[src/design/cpu_settings.svh]
`ifndef CPU_SETTINGS_SVH
`define CPU_SETTINGS_SVH

`define CPU_XLEN        32
`define CPU_REG_AW      5
`define CPU_RESET_PC    32'hbfc00000
`define CPU_NOP         32'h00000000

// primary opcodes
`define CPU_OP_SPECIAL  6'h00
`define CPU_OP_BEQ      6'h04
`define CPU_OP_BNE      6'h05
`define CPU_OP_ADDIU    6'h09
`define CPU_OP_ANDI     6'h0c
`define CPU_OP_ORI      6'h0d
`define CPU_OP_LUI      6'h0f
`define CPU_OP_LW       6'h23
`define CPU_OP_SW       6'h2b

// function codes under SPECIAL
`define CPU_FN_ADDU     6'h21
`define CPU_FN_SUBU     6'h23
`define CPU_FN_AND      6'h24
`define CPU_FN_OR       6'h25
`define CPU_FN_XOR      6'h26
`define CPU_FN_SLT      6'h2a

`endif
[src/design/cpu_pkg.sv]
`include "cpu_settings.svh"

package cpu_pkg;

    typedef logic [`CPU_XLEN-1:0]   word_t;
    typedef logic [`CPU_REG_AW-1:0] reg_addr_t;

    typedef enum logic [2:0] {
        ALU_ADD,
        ALU_SUB,
        ALU_AND,
        ALU_OR,
        ALU_XOR,
        ALU_SLT,
        ALU_LUI
    } alu_op_e;

    typedef struct packed {
        word_t pc;
        word_t instr;
    } if_id_t;

    typedef struct packed {
        logic      valid;
        alu_op_e   alu_op;
        word_t     op_a;
        word_t     op_b;
        word_t     store_data;
        reg_addr_t dest;
        logic      wen;
        logic      load;
        logic      store;
        logic      branch;
        logic      bne;
        word_t     target;
        word_t     pc;
    } id_ex_t;

    typedef struct packed {
        word_t     result;
        word_t     store_data;
        reg_addr_t dest;
        logic      wen;
        logic      load;
        logic      store;
        word_t     pc;
    } ex_mem_t;

    typedef struct packed {
        word_t     pc;
        logic      wen;
        reg_addr_t dest;
        word_t     wdata;
    } mem_wb_t;

    typedef struct packed {
        logic  wr;
        word_t addr;
        word_t wdata;
    } dbus_req_t;

    // one stage's pending register write, seen by the hazard unit
    typedef struct packed {
        logic      wen;
        reg_addr_t dest;
        word_t     value;
        logic      load;
    } fwd_src_t;

endpackage

[src/design/pipeline_cpu.sv]
`timescale 1ns/10ps
`include "cpu_settings.svh"

module pipeline_cpu (
    input  logic               clk,
    input  logic               rst_n,
    input  logic               instruction_ready,
    input  cpu_pkg::word_t     instruction,
    input  logic               data_ready,
    input  cpu_pkg::word_t     data_rdata,
    output logic               instruction_valid,
    output cpu_pkg::word_t     instruction_addr,
    output logic               data_valid,
    output logic               data_wr,
    output cpu_pkg::word_t     data_addr,
    output cpu_pkg::word_t     data_wdata,
    output cpu_pkg::word_t     debug_wb_pc,
    output logic               debug_wb_rf_wen,
    output cpu_pkg::reg_addr_t debug_wb_rf_wnum,
    output cpu_pkg::word_t     debug_wb_rf_wdata
);
    import cpu_pkg::*;

    if_id_t    if_id_q;
    if_id_t    fetched;
    id_ex_t    id_ex_q;
    id_ex_t    decoded;
    ex_mem_t   ex_mem_q;
    ex_mem_t   exec_out;
    mem_wb_t   mem_wb_q;
    mem_wb_t   mem_out;
    fwd_src_t  ex_fwd;
    fwd_src_t  mem_fwd;
    dbus_req_t dbus;
    word_t     branch_target;
    logic      branch_taken;
    logic      load_use_stall;
    logic      fetch_ready;
    logic      mem_done;
    logic      bus_busy;
    logic      advance;

    // either bus waiting on ready freezes every stage
    assign bus_busy = (instruction_valid && !instruction_ready) || (data_valid && !data_ready);
    assign advance  = !bus_busy && mem_done && (fetch_ready || load_use_stall || branch_taken);

    fetch_unit u_fetch (
        .clk               (clk),
        .rst_n             (rst_n),
        .advance           (advance),
        .hold              (load_use_stall),
        .redirect          (branch_taken),
        .redirect_pc       (branch_target),
        .instruction_ready (instruction_ready),
        .instruction       (instruction),
        .instruction_valid (instruction_valid),
        .instruction_addr  (instruction_addr),
        .fetched           (fetched),
        .fetch_ready       (fetch_ready)
    );

    decode_unit u_decode (
        .clk            (clk),
        .rst_n          (rst_n),
        .decode_in      (if_id_q),
        .wb_in          (mem_wb_q),
        .ex_fwd         (ex_fwd),
        .mem_fwd        (mem_fwd),
        .decoded        (decoded),
        .load_use_stall (load_use_stall)
    );

    execute_unit u_execute (
        .exec_in       (id_ex_q),
        .exec_out      (exec_out),
        .ex_fwd        (ex_fwd),
        .branch_taken  (branch_taken),
        .branch_target (branch_target)
    );

    mem_access u_mem_access (
        .clk        (clk),
        .rst_n      (rst_n),
        .advance    (advance),
        .mem_in     (ex_mem_q),
        .data_ready (data_ready),
        .data_rdata (data_rdata),
        .data_valid (data_valid),
        .dbus       (dbus),
        .mem_out    (mem_out),
        .mem_fwd    (mem_fwd),
        .mem_done   (mem_done)
    );

    always_ff @(posedge clk)
    begin
        if (!rst_n)
        begin
            if_id_q  <= '{pc: '0, instr: `CPU_NOP};
            id_ex_q  <= '0;
            ex_mem_q <= '0;
            mem_wb_q <= '0;
        end
        else if (advance)
        begin
            // delay slot moves on, the word behind it is squashed
            if (branch_taken)
                if_id_q <= '{pc: '0, instr: `CPU_NOP};
            else if (!load_use_stall)
                if_id_q <= fetched;
            id_ex_q  <= load_use_stall ? id_ex_t'('0) : decoded;
            ex_mem_q <= exec_out;
            mem_wb_q <= mem_out;
        end
    end

    assign data_wr    = dbus.wr;
    assign data_addr  = dbus.addr;
    assign data_wdata = dbus.wdata;

    // one trace pulse per retired write, on the cycle it leaves writeback
    assign debug_wb_pc       = mem_wb_q.pc;
    assign debug_wb_rf_wen   = mem_wb_q.wen && advance;
    assign debug_wb_rf_wnum  = mem_wb_q.dest;
    assign debug_wb_rf_wdata = mem_wb_q.wdata;

endmodule

[src/design/mem_access.sv]
`timescale 1ns/10ps

module mem_access (
    input  logic                clk,
    input  logic                rst_n,
    input  logic                advance,
    input  cpu_pkg::ex_mem_t    mem_in,
    input  logic                data_ready,
    input  cpu_pkg::word_t      data_rdata,
    output logic                data_valid,
    output cpu_pkg::dbus_req_t  dbus,
    output cpu_pkg::mem_wb_t    mem_out,
    output cpu_pkg::fwd_src_t   mem_fwd,
    output logic                mem_done
);
    import cpu_pkg::*;

    word_t q_word;
    word_t load_word;
    logic  q_full;
    logic  access;
    logic  dbus_xfer;

    assign access    = mem_in.load || mem_in.store;
    // a finished transfer is not repeated while the pipeline is frozen
    assign data_valid = access && !q_full;
    assign dbus_xfer = data_valid && data_ready;
    assign mem_done  = !access || q_full || dbus_xfer;

    assign dbus = '{wr: mem_in.store, addr: mem_in.result, wdata: mem_in.store_data};

    assign load_word = q_full ? q_word : data_rdata;

    assign mem_out = '{
        pc:    mem_in.pc,
        wen:   mem_in.wen,
        dest:  mem_in.dest,
        wdata: mem_in.load ? load_word : mem_in.result
    };

    assign mem_fwd = '{wen: mem_out.wen, dest: mem_out.dest, value: mem_out.wdata,
                       load: mem_in.load};

    always_ff @(posedge clk)
    begin
        if (!rst_n)
            q_full <= 1'b0;
        else if (advance)
            q_full <= 1'b0;
        else if (dbus_xfer)
            q_full <= 1'b1;
    end

    always_ff @(posedge clk)
    begin
        if (dbus_xfer)
            q_word <= data_rdata;
    end

endmodule

[src/design/execute_unit.sv]
`timescale 1ns/10ps

module execute_unit (
    input  cpu_pkg::id_ex_t   exec_in,
    output cpu_pkg::ex_mem_t  exec_out,
    output cpu_pkg::fwd_src_t ex_fwd,
    output logic              branch_taken,
    output cpu_pkg::word_t    branch_target
);
    import cpu_pkg::*;

    word_t result;
    logic  operands_equal;

    // loads and stores use ALU_ADD with the offset in op_b
    always_comb
    begin
        case (exec_in.alu_op)
            ALU_ADD: result = exec_in.op_a + exec_in.op_b;
            ALU_SUB: result = exec_in.op_a - exec_in.op_b;
            ALU_AND: result = exec_in.op_a & exec_in.op_b;
            ALU_OR:  result = exec_in.op_a | exec_in.op_b;
            ALU_XOR: result = exec_in.op_a ^ exec_in.op_b;
            ALU_SLT: result = word_t'($signed(exec_in.op_a) < $signed(exec_in.op_b));
            ALU_LUI: result = {exec_in.op_b[15:0], 16'h0000};
            default: result = '0;
        endcase
    end

    assign operands_equal = (exec_in.op_a == exec_in.op_b);
    assign branch_taken   = exec_in.valid && exec_in.branch && (operands_equal != exec_in.bne);
    assign branch_target  = exec_in.target;

    assign exec_out = '{
        result:     result,
        store_data: exec_in.store_data,
        dest:       exec_in.dest,
        wen:        exec_in.valid && exec_in.wen,
        load:       exec_in.valid && exec_in.load,
        store:      exec_in.valid && exec_in.store,
        pc:         exec_in.pc
    };

    assign ex_fwd = '{
        wen:   exec_out.wen,
        dest:  exec_out.dest,
        value: result,
        load:  exec_out.load
    };

endmodule

[src/design/decode_unit.sv]
`timescale 1ns/10ps
`include "cpu_settings.svh"

module decode_unit (
    input  logic              clk,
    input  logic              rst_n,
    input  cpu_pkg::if_id_t   decode_in,
    input  cpu_pkg::mem_wb_t  wb_in,
    input  cpu_pkg::fwd_src_t ex_fwd,
    input  cpu_pkg::fwd_src_t mem_fwd,
    output cpu_pkg::id_ex_t   decoded,
    output logic              load_use_stall
);
    import cpu_pkg::*;

    logic [5:0] opcode;
    logic [5:0] funct;
    reg_addr_t  rs_addr;
    reg_addr_t  rt_addr;
    reg_addr_t  rd_addr;
    word_t      imm_sext;
    word_t      imm_zext;
    word_t      pc_plus4;
    word_t      rs_rf;
    word_t      rt_rf;
    word_t      rs_value;
    word_t      rt_value;
    logic       uses_rt;

    assign opcode   = decode_in.instr[31:26];
    assign rs_addr  = decode_in.instr[25:21];
    assign rt_addr  = decode_in.instr[20:16];
    assign rd_addr  = decode_in.instr[15:11];
    assign funct    = decode_in.instr[5:0];
    assign imm_sext = {{16{decode_in.instr[15]}}, decode_in.instr[15:0]};
    assign imm_zext = {16'h0000, decode_in.instr[15:0]};
    assign pc_plus4 = decode_in.pc + word_t'(4);

    // rt is a source for R-type, stores and branches
    assign uses_rt = (opcode == `CPU_OP_SPECIAL) || (opcode == `CPU_OP_SW) ||
                     (opcode == `CPU_OP_BEQ) || (opcode == `CPU_OP_BNE);

    reg_file u_reg_file (
        .clk     (clk),
        .rst_n   (rst_n),
        .rs_addr (rs_addr),
        .rt_addr (rt_addr),
        .wb_in   (wb_in),
        .rs_data (rs_rf),
        .rt_data (rt_rf)
    );

    hazard_unit u_hazard_unit (
        .rs_addr        (rs_addr),
        .rt_addr        (rt_addr),
        .uses_rt        (uses_rt),
        .rs_rf          (rs_rf),
        .rt_rf          (rt_rf),
        .ex_fwd         (ex_fwd),
        .mem_fwd        (mem_fwd),
        .rs_value       (rs_value),
        .rt_value       (rt_value),
        .load_use_stall (load_use_stall)
    );

    always_comb
    begin
        decoded            = '0;
        decoded.valid      = |decode_in.instr;
        decoded.pc         = decode_in.pc;
        decoded.op_a       = rs_value;
        decoded.op_b       = rt_value;
        decoded.store_data = rt_value;
        decoded.dest       = rt_addr;
        decoded.target     = pc_plus4 + {imm_sext[29:0], 2'b00};
        decoded.alu_op     = ALU_ADD;
        case (opcode)
            `CPU_OP_SPECIAL:
            begin
                decoded.dest = rd_addr;
                decoded.wen  = 1'b1;
                case (funct)
                    `CPU_FN_ADDU: decoded.alu_op = ALU_ADD;
                    `CPU_FN_SUBU: decoded.alu_op = ALU_SUB;
                    `CPU_FN_AND:  decoded.alu_op = ALU_AND;
                    `CPU_FN_OR:   decoded.alu_op = ALU_OR;
                    `CPU_FN_XOR:  decoded.alu_op = ALU_XOR;
                    `CPU_FN_SLT:  decoded.alu_op = ALU_SLT;
                    default:      decoded.wen    = 1'b0;
                endcase
            end
            `CPU_OP_ADDIU:
            begin
                decoded.op_b = imm_sext;
                decoded.wen  = 1'b1;
            end
            `CPU_OP_ANDI:
            begin
                decoded.alu_op = ALU_AND;
                decoded.op_b   = imm_zext;
                decoded.wen    = 1'b1;
            end
            `CPU_OP_ORI:
            begin
                decoded.alu_op = ALU_OR;
                decoded.op_b   = imm_zext;
                decoded.wen    = 1'b1;
            end
            `CPU_OP_LUI:
            begin
                decoded.alu_op = ALU_LUI;
                decoded.op_b   = imm_zext;
                decoded.wen    = 1'b1;
            end
            `CPU_OP_LW:
            begin
                decoded.op_b = imm_sext;
                decoded.load = 1'b1;
                decoded.wen  = 1'b1;
            end
            `CPU_OP_SW:
            begin
                decoded.op_b  = imm_sext;
                decoded.store = 1'b1;
            end
            `CPU_OP_BEQ: decoded.branch = 1'b1;
            `CPU_OP_BNE:
            begin
                decoded.branch = 1'b1;
                decoded.bne    = 1'b1;
            end
            default: decoded.wen = 1'b0;
        endcase
        // writes to r0 are dropped here so they never reach the trace
        if (decoded.dest == '0)
            decoded.wen = 1'b0;
    end

endmodule

[src/design/hazard_unit.sv]
`timescale 1ns/10ps

module hazard_unit (
    input  cpu_pkg::reg_addr_t rs_addr,
    input  cpu_pkg::reg_addr_t rt_addr,
    input  logic               uses_rt,
    input  cpu_pkg::word_t     rs_rf,
    input  cpu_pkg::word_t     rt_rf,
    input  cpu_pkg::fwd_src_t  ex_fwd,
    input  cpu_pkg::fwd_src_t  mem_fwd,
    output cpu_pkg::word_t     rs_value,
    output cpu_pkg::word_t     rt_value,
    output logic               load_use_stall
);
    import cpu_pkg::*;

    logic ex_load_rs;
    logic ex_load_rt;

    // later stage overrides earlier, execute wins unless it is a load
    function automatic word_t newest(input reg_addr_t addr, input word_t rf_value,
                                     input fwd_src_t ex_src, input fwd_src_t mem_src);
        word_t value;
        value = rf_value;
        if (addr != '0 && mem_src.wen && mem_src.dest == addr)
            value = mem_src.value;
        if (addr != '0 && ex_src.wen && !ex_src.load && ex_src.dest == addr)
            value = ex_src.value;
        return value;
    endfunction

    assign rs_value = newest(rs_addr, rs_rf, ex_fwd, mem_fwd);
    assign rt_value = newest(rt_addr, rt_rf, ex_fwd, mem_fwd);

    // load data only exists once the load reaches memory access
    assign ex_load_rs = ex_fwd.wen && ex_fwd.load && rs_addr != '0 &&
                        ex_fwd.dest == rs_addr;
    assign ex_load_rt = ex_fwd.wen && ex_fwd.load && uses_rt && rt_addr != '0 &&
                        ex_fwd.dest == rt_addr;

    assign load_use_stall = ex_load_rs || ex_load_rt;

endmodule

[src/design/reg_file.sv]
`timescale 1ns/10ps

module reg_file (
    input  logic               clk,
    input  logic               rst_n,
    input  cpu_pkg::reg_addr_t rs_addr,
    input  cpu_pkg::reg_addr_t rt_addr,
    input  cpu_pkg::mem_wb_t   wb_in,
    output cpu_pkg::word_t     rs_data,
    output cpu_pkg::word_t     rt_data
);
    import cpu_pkg::*;

    word_t regs [0:31];

    // write-first, so decode sees the value retiring this cycle
    assign rs_data = (rs_addr == '0) ? '0 :
                     (wb_in.wen && wb_in.dest == rs_addr) ? wb_in.wdata : regs[rs_addr];
    assign rt_data = (rt_addr == '0) ? '0 :
                     (wb_in.wen && wb_in.dest == rt_addr) ? wb_in.wdata : regs[rt_addr];

    always_ff @(posedge clk)
    begin
        if (!rst_n)
        begin
            for (int i = 0; i < 32; i++)
                regs[i] <= '0;
        end
        else if (wb_in.wen && wb_in.dest != '0)
        begin
            regs[wb_in.dest] <= wb_in.wdata;
        end
    end

endmodule

[src/design/fetch_unit.sv]
`timescale 1ns/10ps
`include "cpu_settings.svh"

module fetch_unit (
    input  logic            clk,
    input  logic            rst_n,
    input  logic            advance,
    input  logic            hold,
    input  logic            redirect,
    input  cpu_pkg::word_t  redirect_pc,
    input  logic            instruction_ready,
    input  cpu_pkg::word_t  instruction,
    output logic            instruction_valid,
    output cpu_pkg::word_t  instruction_addr,
    output cpu_pkg::if_id_t fetched,
    output logic            fetch_ready
);
    import cpu_pkg::*;

    word_t pc;
    word_t q_word;
    logic  q_full;
    logic  running;
    logic  ibus_xfer;

    // no request while the word for pc is already queued
    assign instruction_valid = running && !q_full && !hold && !redirect;
    assign instruction_addr  = pc;
    assign ibus_xfer         = instruction_valid && instruction_ready;
    assign fetch_ready       = q_full || ibus_xfer;

    assign fetched = '{pc: pc, instr: q_full ? q_word : instruction};

    always_ff @(posedge clk)
    begin
        if (!rst_n)
        begin
            pc      <= `CPU_RESET_PC;
            q_full  <= 1'b0;
            running <= 1'b0;
        end
        else
        begin
            running <= 1'b1;
            if (advance && redirect)
            begin
                // word after the delay slot is dropped
                pc     <= redirect_pc;
                q_full <= 1'b0;
            end
            else if (advance && !hold && fetch_ready)
            begin
                pc     <= pc + word_t'(4);
                q_full <= 1'b0;
            end
            else if (ibus_xfer)
            begin
                q_full <= 1'b1;
            end
        end
    end

    always_ff @(posedge clk)
    begin
        if (ibus_xfer)
            q_word <= instruction;
    end

endmodule

[config.mk]
export PLATFORM = sky130hd
export DESIGN_NAME = pipeline_cpu
export DESIGN_NICKNAME = d
export VERILOG_FILES = /design/src/design/cpu_pkg.sv /design/src/design/pipeline_cpu.sv /design/src/design/mem_access.sv /design/src/design/execute_unit.sv /design/src/design/decode_unit.sv /design/src/design/hazard_unit.sv /design/src/design/reg_file.sv /design/src/design/fetch_unit.sv
export VERILOG_INCLUDE_DIRS = /design/src /design/src/design
export SDC_FILE = /design/constraint.sdc
export NUM_CORES = 2
export LEC_CHECK = 0
export BUFFER_PORTS_ARGS = -buffer_cell sky130_fd_sc_hd__buf_2
export CAP_MARGIN = 20
export CORE_MARGIN = 2
export CORE_UTILIZATION = 55
export CTS_BUF_LIST = sky130_fd_sc_hd__clkbuf_4 sky130_fd_sc_hd__clkbuf_8 sky130_fd_sc_hd__clkbuf_16
export DETAILED_ROUTE_END_ITERATION = 8
export PLACE_DENSITY = 0.72
export RECOVER_POWER = 100
export SLEW_MARGIN = 20
export SYNTH_ARGS = -nofsm -noshare
export SYNTH_HDL_FRONTEND = slang
export SYNTH_SLANG_ARGS = --single-unit
[constraint.sdc]
create_clock -name clk -period 6.89 [get_ports clk]
set_input_delay 2.067 -clock clk [delete_from_list [all_inputs] [get_ports clk]]
set_output_delay 2.067 -clock clk [all_outputs]
set_load 0.05 [all_outputs]
After elaboration in Yosys (flattened, before gate mapping)
Memory sizes are Yosys's and may differ from the RTL's. A register that Yosys moved wholly into a read port is not among the register bits.
Index checks and enable logic that the tools add are counted.
{"block": "word_totals", "regBits": 511, "ramBits": 1024, "in_bits": 68, "out_inout_bits": 169, "word_cells": 189, "mem_count": 1}
{"memory": "u_decode.u_reg_file.regs", "words": 32, "width": 32, "rd": 2, "rd_clocked_by_memory_dff": 2, "wr": 32, "line_no": "reg_file.sv:14", "source": "word_t regs [0:31];"}
{"block": "classes", "n_addsub": 5, "n_lt_le_gt_ge": 1, "n_eq_ne": 29, "n_mux": 40, "bitwise_logic": 4, "reduce_logical": 77}
{"cell": "two-way mux 32 bit", "n": 14}
{"cell": "case mux 32 bit (7 select lines)", "n": 1}
{"cell": "two-way mux 174 bit", "n": 1}
{"cell": "two-way mux 64 bit", "n": 2}
{"cell": "adder 32 x 3 -> 32 bit (second input constant)", "n": 2}
{"cell": "adder 32 bit", "n": 2}
{"cell": "case mux 32 bit (2 select lines)", "n": 1}
{"cell": "OR reduction 32 bit", "n": 2}
{"cell": "== test 6 bit (second input constant)", "n": 8}
{"cell": "logical AND 1 bit", "n": 38}
{"cell": "bitwise AND 32 bit", "n": 1}
{"cell": "== test 32 bit", "n": 1}
{"cell": "less-than comparator 32 bit", "n": 1}
{"cell": "bitwise OR 32 bit", "n": 1}
{"cell": "subtractor 32 bit", "n": 1}
{"cell": "XOR 32 bit", "n": 1}
{"cell": "== test 5 bit", "n": 6}
{"cell": "two-way mux 5 bit", "n": 6}
{"cell": "== test 6 x 4 -> 1 bit (second input constant)", "n": 4}
{"cell": "zero test 5 bit", "n": 3}
{"cell": "case mux 3 bit (5 select lines)", "n": 1}
{"cell": "nonzero test 5 bit", "n": 3}
{"cell": "== test 6 x 3 -> 1 bit (second input constant)", "n": 2}
{"cell": "two-way mux 1 bit", "n": 12}
{"cell": "other kinds (18)", "n": 42}

Depth between registers and ports, before layout
{"block": "logic_depth", "word_depth": 20, "mapped_depth": 16, "ltp_nobuf": 16}

Cells and area by module
A second synthesis with hierarchy kept.
{"block": "unflattened", "cells_unflattened": 8087, "area_unflattened_um2": 90812.1}
{"mod": "reg_file", "n_inst": 1, "cells_each": 3832, "area_each_um2": 55140.4, "seq_area_each_um2": 30749.5}
{"mod": "pipeline_cpu", "n_inst": 1, "cells_each": 1890, "area_each_um2": 17849.6, "seq_area_each_um2": 8247.9}
{"mod": "execute_unit", "n_inst": 1, "cells_each": 996, "area_each_um2": 6607.6, "seq_area_each_um2": 0.0}
{"mod": "fetch_unit", "n_inst": 1, "cells_each": 346, "area_each_um2": 3607.2, "seq_area_each_um2": 1641.6}
{"mod": "decode_unit", "n_inst": 1, "cells_each": 390, "area_each_um2": 2825.2, "seq_area_each_um2": 0.0}
{"mod": "mem_access", "n_inst": 1, "cells_each": 290, "area_each_um2": 2793.9, "seq_area_each_um2": 980.9}
{"mod": "hazard_unit", "n_inst": 1, "cells_each": 343, "area_each_um2": 1988.2, "seq_area_each_um2": 0.0}

Worst setup path before layout
OpenSTA, ideal clock, no wires.
{"block": "synth_path", "path_kind": "register -> output", "from": "register id_ex_q[111] (netlist bit)", "to": "output instruction_valid", "arrival_ps": 3575, "t_required_ps": 4823, "slack_ps": 1248, "stages_incl_launch_ff": 10, "n_path_buf": 1, "path_cell_list": "dfxtp_1 > inv_1 > ha_1 > buf_2 > or4_1 > or3_1 > o31a_1 > o21ai_0 > nand2_1 > nor3b_1"}
{"block": "synth_between", "elab_chain_cells": 5}
{"element": "start, declared", "line_no": "pipeline_cpu.sv:26", "source": "id_ex_t id_ex_q;"}
{"element": "start signal, assigned", "line_no": "pipeline_cpu.sv:111", "source": "id_ex_q <= load_use_stall ? id_ex_t'('0) : decoded;"}
{"element": "== test 32 bit", "line_no": "execute_unit.sv:30", "source": "assign operands_equal = (exec_in.op_a == exec_in.op_b);"}
{"element": "!= test 1 bit", "line_no": "execute_unit.sv:31", "source": "assign branch_taken = exec_in.valid && exec_in.branch && (operands_equal != exec_in.bne);"}
{"element": "logical AND 1 bit", "line_no": "execute_unit.sv:31"}
{"element": "zero test 1 bit", "line_no": "fetch_unit.sv:27", "source": "assign instruction_valid = running && !q_full && !hold && !redirect;"}
{"element": "logical AND 1 bit", "line_no": "fetch_unit.sv:27"}
{"element": "end, declared", "line_no": "pipeline_cpu.sv:11", "source": "output logic instruction_valid,"}
No other way between the ends.

Worst setup path after layout
{"block": "layout_path", "from": "register id_ex_q[155] (netlist bit)", "to": "output debug_wb_rf_wen"}
{"block": "layout_between", "elab_chain_cells": 11, "word_cells_on_any_way": 15, "cone_classes": "eq/ne (2); reduce/logical (13)"}
{"element": "== test 32 bit (*)", "line_no": "execute_unit.sv:30"}
{"element": "!= test 1 bit (*)", "line_no": "execute_unit.sv:31"}
{"element": "logical AND 1 bit (*)", "line_no": "execute_unit.sv:31"}
{"element": "zero test 1 bit", "line_no": "fetch_unit.sv:27"}
{"element": "logical AND 1 bit", "line_no": "fetch_unit.sv:27"}
{"element": "logical AND 1 bit (on tied branches)", "line_no": "pipeline_cpu.sv:44, fetch_unit.sv:29"}
{"element": "logical OR 1 bit (on tied branches)", "line_no": "pipeline_cpu.sv:44, fetch_unit.sv:30"}
{"element": "zero test 1 bit / logical OR 1 bit (equally long branches)", "line_no": "pipeline_cpu.sv:45", "source": "assign advance = !bus_busy && mem_done && (fetch_ready || load_use_stall || branch_taken);"}
{"element": "logical AND 1 bit / logical OR 1 bit (equally long branches)", "line_no": "pipeline_cpu.sv:45"}
{"element": "logical AND 1 bit (*)", "line_no": "pipeline_cpu.sv:45"}
{"element": "logical AND 1 bit (*)", "line_no": "pipeline_cpu.sv:123", "source": "assign debug_wb_rf_wen = mem_wb_q.wen && advance;"}
{"element": "end, declared", "line_no": "pipeline_cpu.sv:18", "source": "output logic debug_wb_rf_wen,"}
Mark *: on every way between the ends. The rest lies on a longest branch, timed or not.

==> flow_summary.ini <==
[setup_path]
ff2ff_setup_slack_ps = 510
crit_arrival_ps = 4650
crit_type = flop to primary output
crit_chain = inv_1, ha_1, nor4_1, nand4_1, nor4_2, o21a_2, o31a_2, and2_1, clkbuf_2
crit_path_top_delay_cell = nor4_1
max_stage_delay_ps = 630
cp.required_ps = 4820
cp_num_buf_inv = 2
end_kind = primary output
critPathLaunchType = flop
cp_max_fo = 14
path_delay_family = simple AND/OR/NAND/NOR gates

[run]
cap_violations = 84

[global_route]
grt_max_degree = 226
grt_pass1_wl_mm = 409
grt_pass1_vias = 59402
grtUsageTotal = 0.360
grt-ovfl-total = 0
antenna_found_initial = 14

[floorplan]
row_count = 143
fp.dieW_um = 394
fp.dieArea_mm2 = 0.155
io_pins = 237
start_util = 0.552
die_y_um = 394
core_mm2 = 0.152

[sta]
hold_viol = 0
finalClockSkew_ps = 31.7
slew_viol_final = 2160
fmax_ghz = 0.149
slew_headroom = -1.45
hold_ws_ps = 450
period_minus_slack_ps = 6710
worst_pin_slew_ps = 3640
fin_tns_setup_ps = 0
min_period_over_period = 0.974
grt_setup_unrepaired = false
finalSetupViolCount = 0

[detailed_routing]
drc = 0
wl_mm = 283
avgViaCountPerCell = 6.76
ant_nets = 0
drtIter0Drc = 8511
wl_per_cell_um = 31.5
vias = 60728
drtPass1Iterations = 6

[logic_synthesis]
synth_simple_gate_area_frac = 0.139
syn_area_mm2 = 0.0837
synth_compound_area_frac = 0.0887
synthAdderAreaFrac = 0.0264
postSynthAreaPerCell_um2 = 12.1
yosys.area.top_type = edfxtp_1
synthMuxAreaShare = 0.191
synth_top_area_frac = 0.390
ys_seq_area_frac = 0.499
synth_ff_type = edfxtp_1
synth_cells = 6938
synth_top_cells_by_area = edfxtp_1, mux4_2, dfxtp_1
synth_top_family_by_area = multiplexers
asyncSetResetFlopFracSynth = 0
synth.distinct_cells = 88
synth_warnings = 0
synth_xor_area_frac = 0.00858
synth-seq-cells = 1543
synth-edff-count = 1088

[finish]
layout_commonest_cell = edfxtp_1
layout_common_cells = edfxtp_1, mux4_2, nand2_1, and2_0, a21oi_1
syn_to_final_growth_pct = 8.36
nets = 7054
layout-drive-gt1-share = 0.166

[min_path]
hp-class = flop to flop

[cts]
cts_buffers = 166
cts.sinks = 1543
clkLatencyLatePin_ps = 820
htree_levels = 4
ctsResizeCount = 1
clk_pin_slew_ps = 60
cts_tree = built
ctsRootBufferMaster = clkbuf_16
clk_path_buf_depth = 3
cts_hold_buf = 0
cts_setup_buffers = 0

[outcome]
status = complete, but fails checks
violations = capacitance limit, slew limit

[placed_design]
place_congestion = 0.968
port_buffers = 236
dp_hpwl_mm = 187

[power_and_ir_drop]
cellPowerDensity_mw_per_mm2 = 254
vdd_ir_drop_max_mv = 0.255
leakage_nw = 30.8
finalPower_mw = 23.0
==> path summary, 6_finish.rpt <==
path,from,endpoint,cells after the start
max,id_ex_q[155]$_SDFFE_PN0P_,debug_wb_rf_wen,9
min,ex_mem_q[29]$_SDFFE_PN0P_,debug_wb_pc[29]$_SDFFE_PN0P_,2
max reg2reg,id_ex_q[155]$_SDFFE_PN0P_,u_fetch.instruction_addr[5]$_SDFFE_PN0P_,12
min reg2reg,ex_mem_q[29]$_SDFFE_PN0P_,debug_wb_pc[29]$_SDFFE_PN0P_,2
==> per-stage QoR <==
| step | util | instance area, um2 | cells | worst slack, ps |
|---|---|---|---|---|
| after global routing | 0.598 | 90700 | 8975 | 30.8 |
| after floorplan | - | 83800 | 6969 | 1250 |
| after detailed placement | 0.569 | 86300 | 8673 | 797 |
| after CTS | 0.605 | 91700 | 8972 | 115 |
| final | 0.599 | 90700 | 8978 | 177 |
| after global placement | 0.569 | 86300 | 8672 | 849 |
==> worst reg2reg max path: cells and delay by family, from the launching register on <==
family          cells  cell delay, ps
simple gates        4            1810
buf+inv             3            1890
fa+ha+maj           1             410
compound gates      4            1640
flops               1             420
==> cells in the mapped netlist (all sizes together), types with 7 or more instances <==
master   number
dfxtp       455
nand2b       18
mux2i       150
and3         15
buf         303
nand4        26
nor2b        16
xor2         31
nand3       103
o2111ai       9
o221ai       17
xnor2        51
clkbuf      463
or3          16
nor2        397
o21ai       256
o21a         22
a22o         35
o22ai        26
a211oi       61
o31ai        34
a32oi        15
o21bai       14
a21o         23
mux4        640
a32o         12
or2           7
nand2       555
a222oi        8
nand3b        8
or4          14
o211ai       37
a31oi        30
nor3         87
a22oi        57
a2111oi       9
and2        972
a221oi        7
nor4         22
edfxtp     1088
ha          171
inv         112
a21oi       450
==> state kept, by name, summed over array words and instances, names as in the netlist, named ones only <==
register	flops
u_fetch.q_word	32
u_mem_access.q_full	1
u_mem_access.q_word	32
debug_wb_rf_wnum	5
u_decode.u_reg_file.regs	1024
u_fetch.q_full	1
debug_wb_pc	32
mem_wb_q	1
u_fetch.instruction_addr	32
if_id_q	64
debug_wb_rf_wdata	32
ex_mem_q	104
id_ex_q	172
u_fetch.running	1
==> layer usage <==
| layer | GRT usage | vias up | share of wire |
|---|---|---|---|
| met1 | 0.463 | 30287 | 0.36 |
| li1 | - | 25372 | - |
| met4 | 0.195 | 10 | 0.061 |
| met5 | 0 | - | 0.00023 |
| met3 | 0.0859 | 909 | 0.12 |
| met2 | 0.567 | 4150 | 0.46 |
==> kinds of logic (layout without fill, tap and decap cells) <==
group / count (synthesis) / count (layout)
buffers and inverters: 880 / 854
xor gates and xnor gates: 82 / 82
muxes: 794 / 794
DFF: 1543 / 1543
adders and majority gates: 175 / 175
and+or+nand+nor: 2271 / 2271
other: 1 / 37
AOI/OAI and AO/OA: 1192 / 1192
==> final cells by class <==
type                            count  area, um2
Antenna cell                        5       12.5
Sequential cell                  1543      41800
Fill cell                       12035      60800
Inverter                          114        435
Timing Repair Buffer              441       2270
Clock inverter                     80        702
Tap cell                         2030       2540
Multi-Input combinational cell   4546      38200
Clock buffer                      219       4700
==> report_power, final <==
group | switching [mW] | internal (mW) | total (mW) | leakage, nW
combinational | 2.21 | 1.25 | 3.46 | 13.2
sequential | 0.368 | 10.3 | 10.6 | 14.8
clock | 3.86 | 5.06 | 8.92 | 2.70
(Power assumes the default switching activity.)
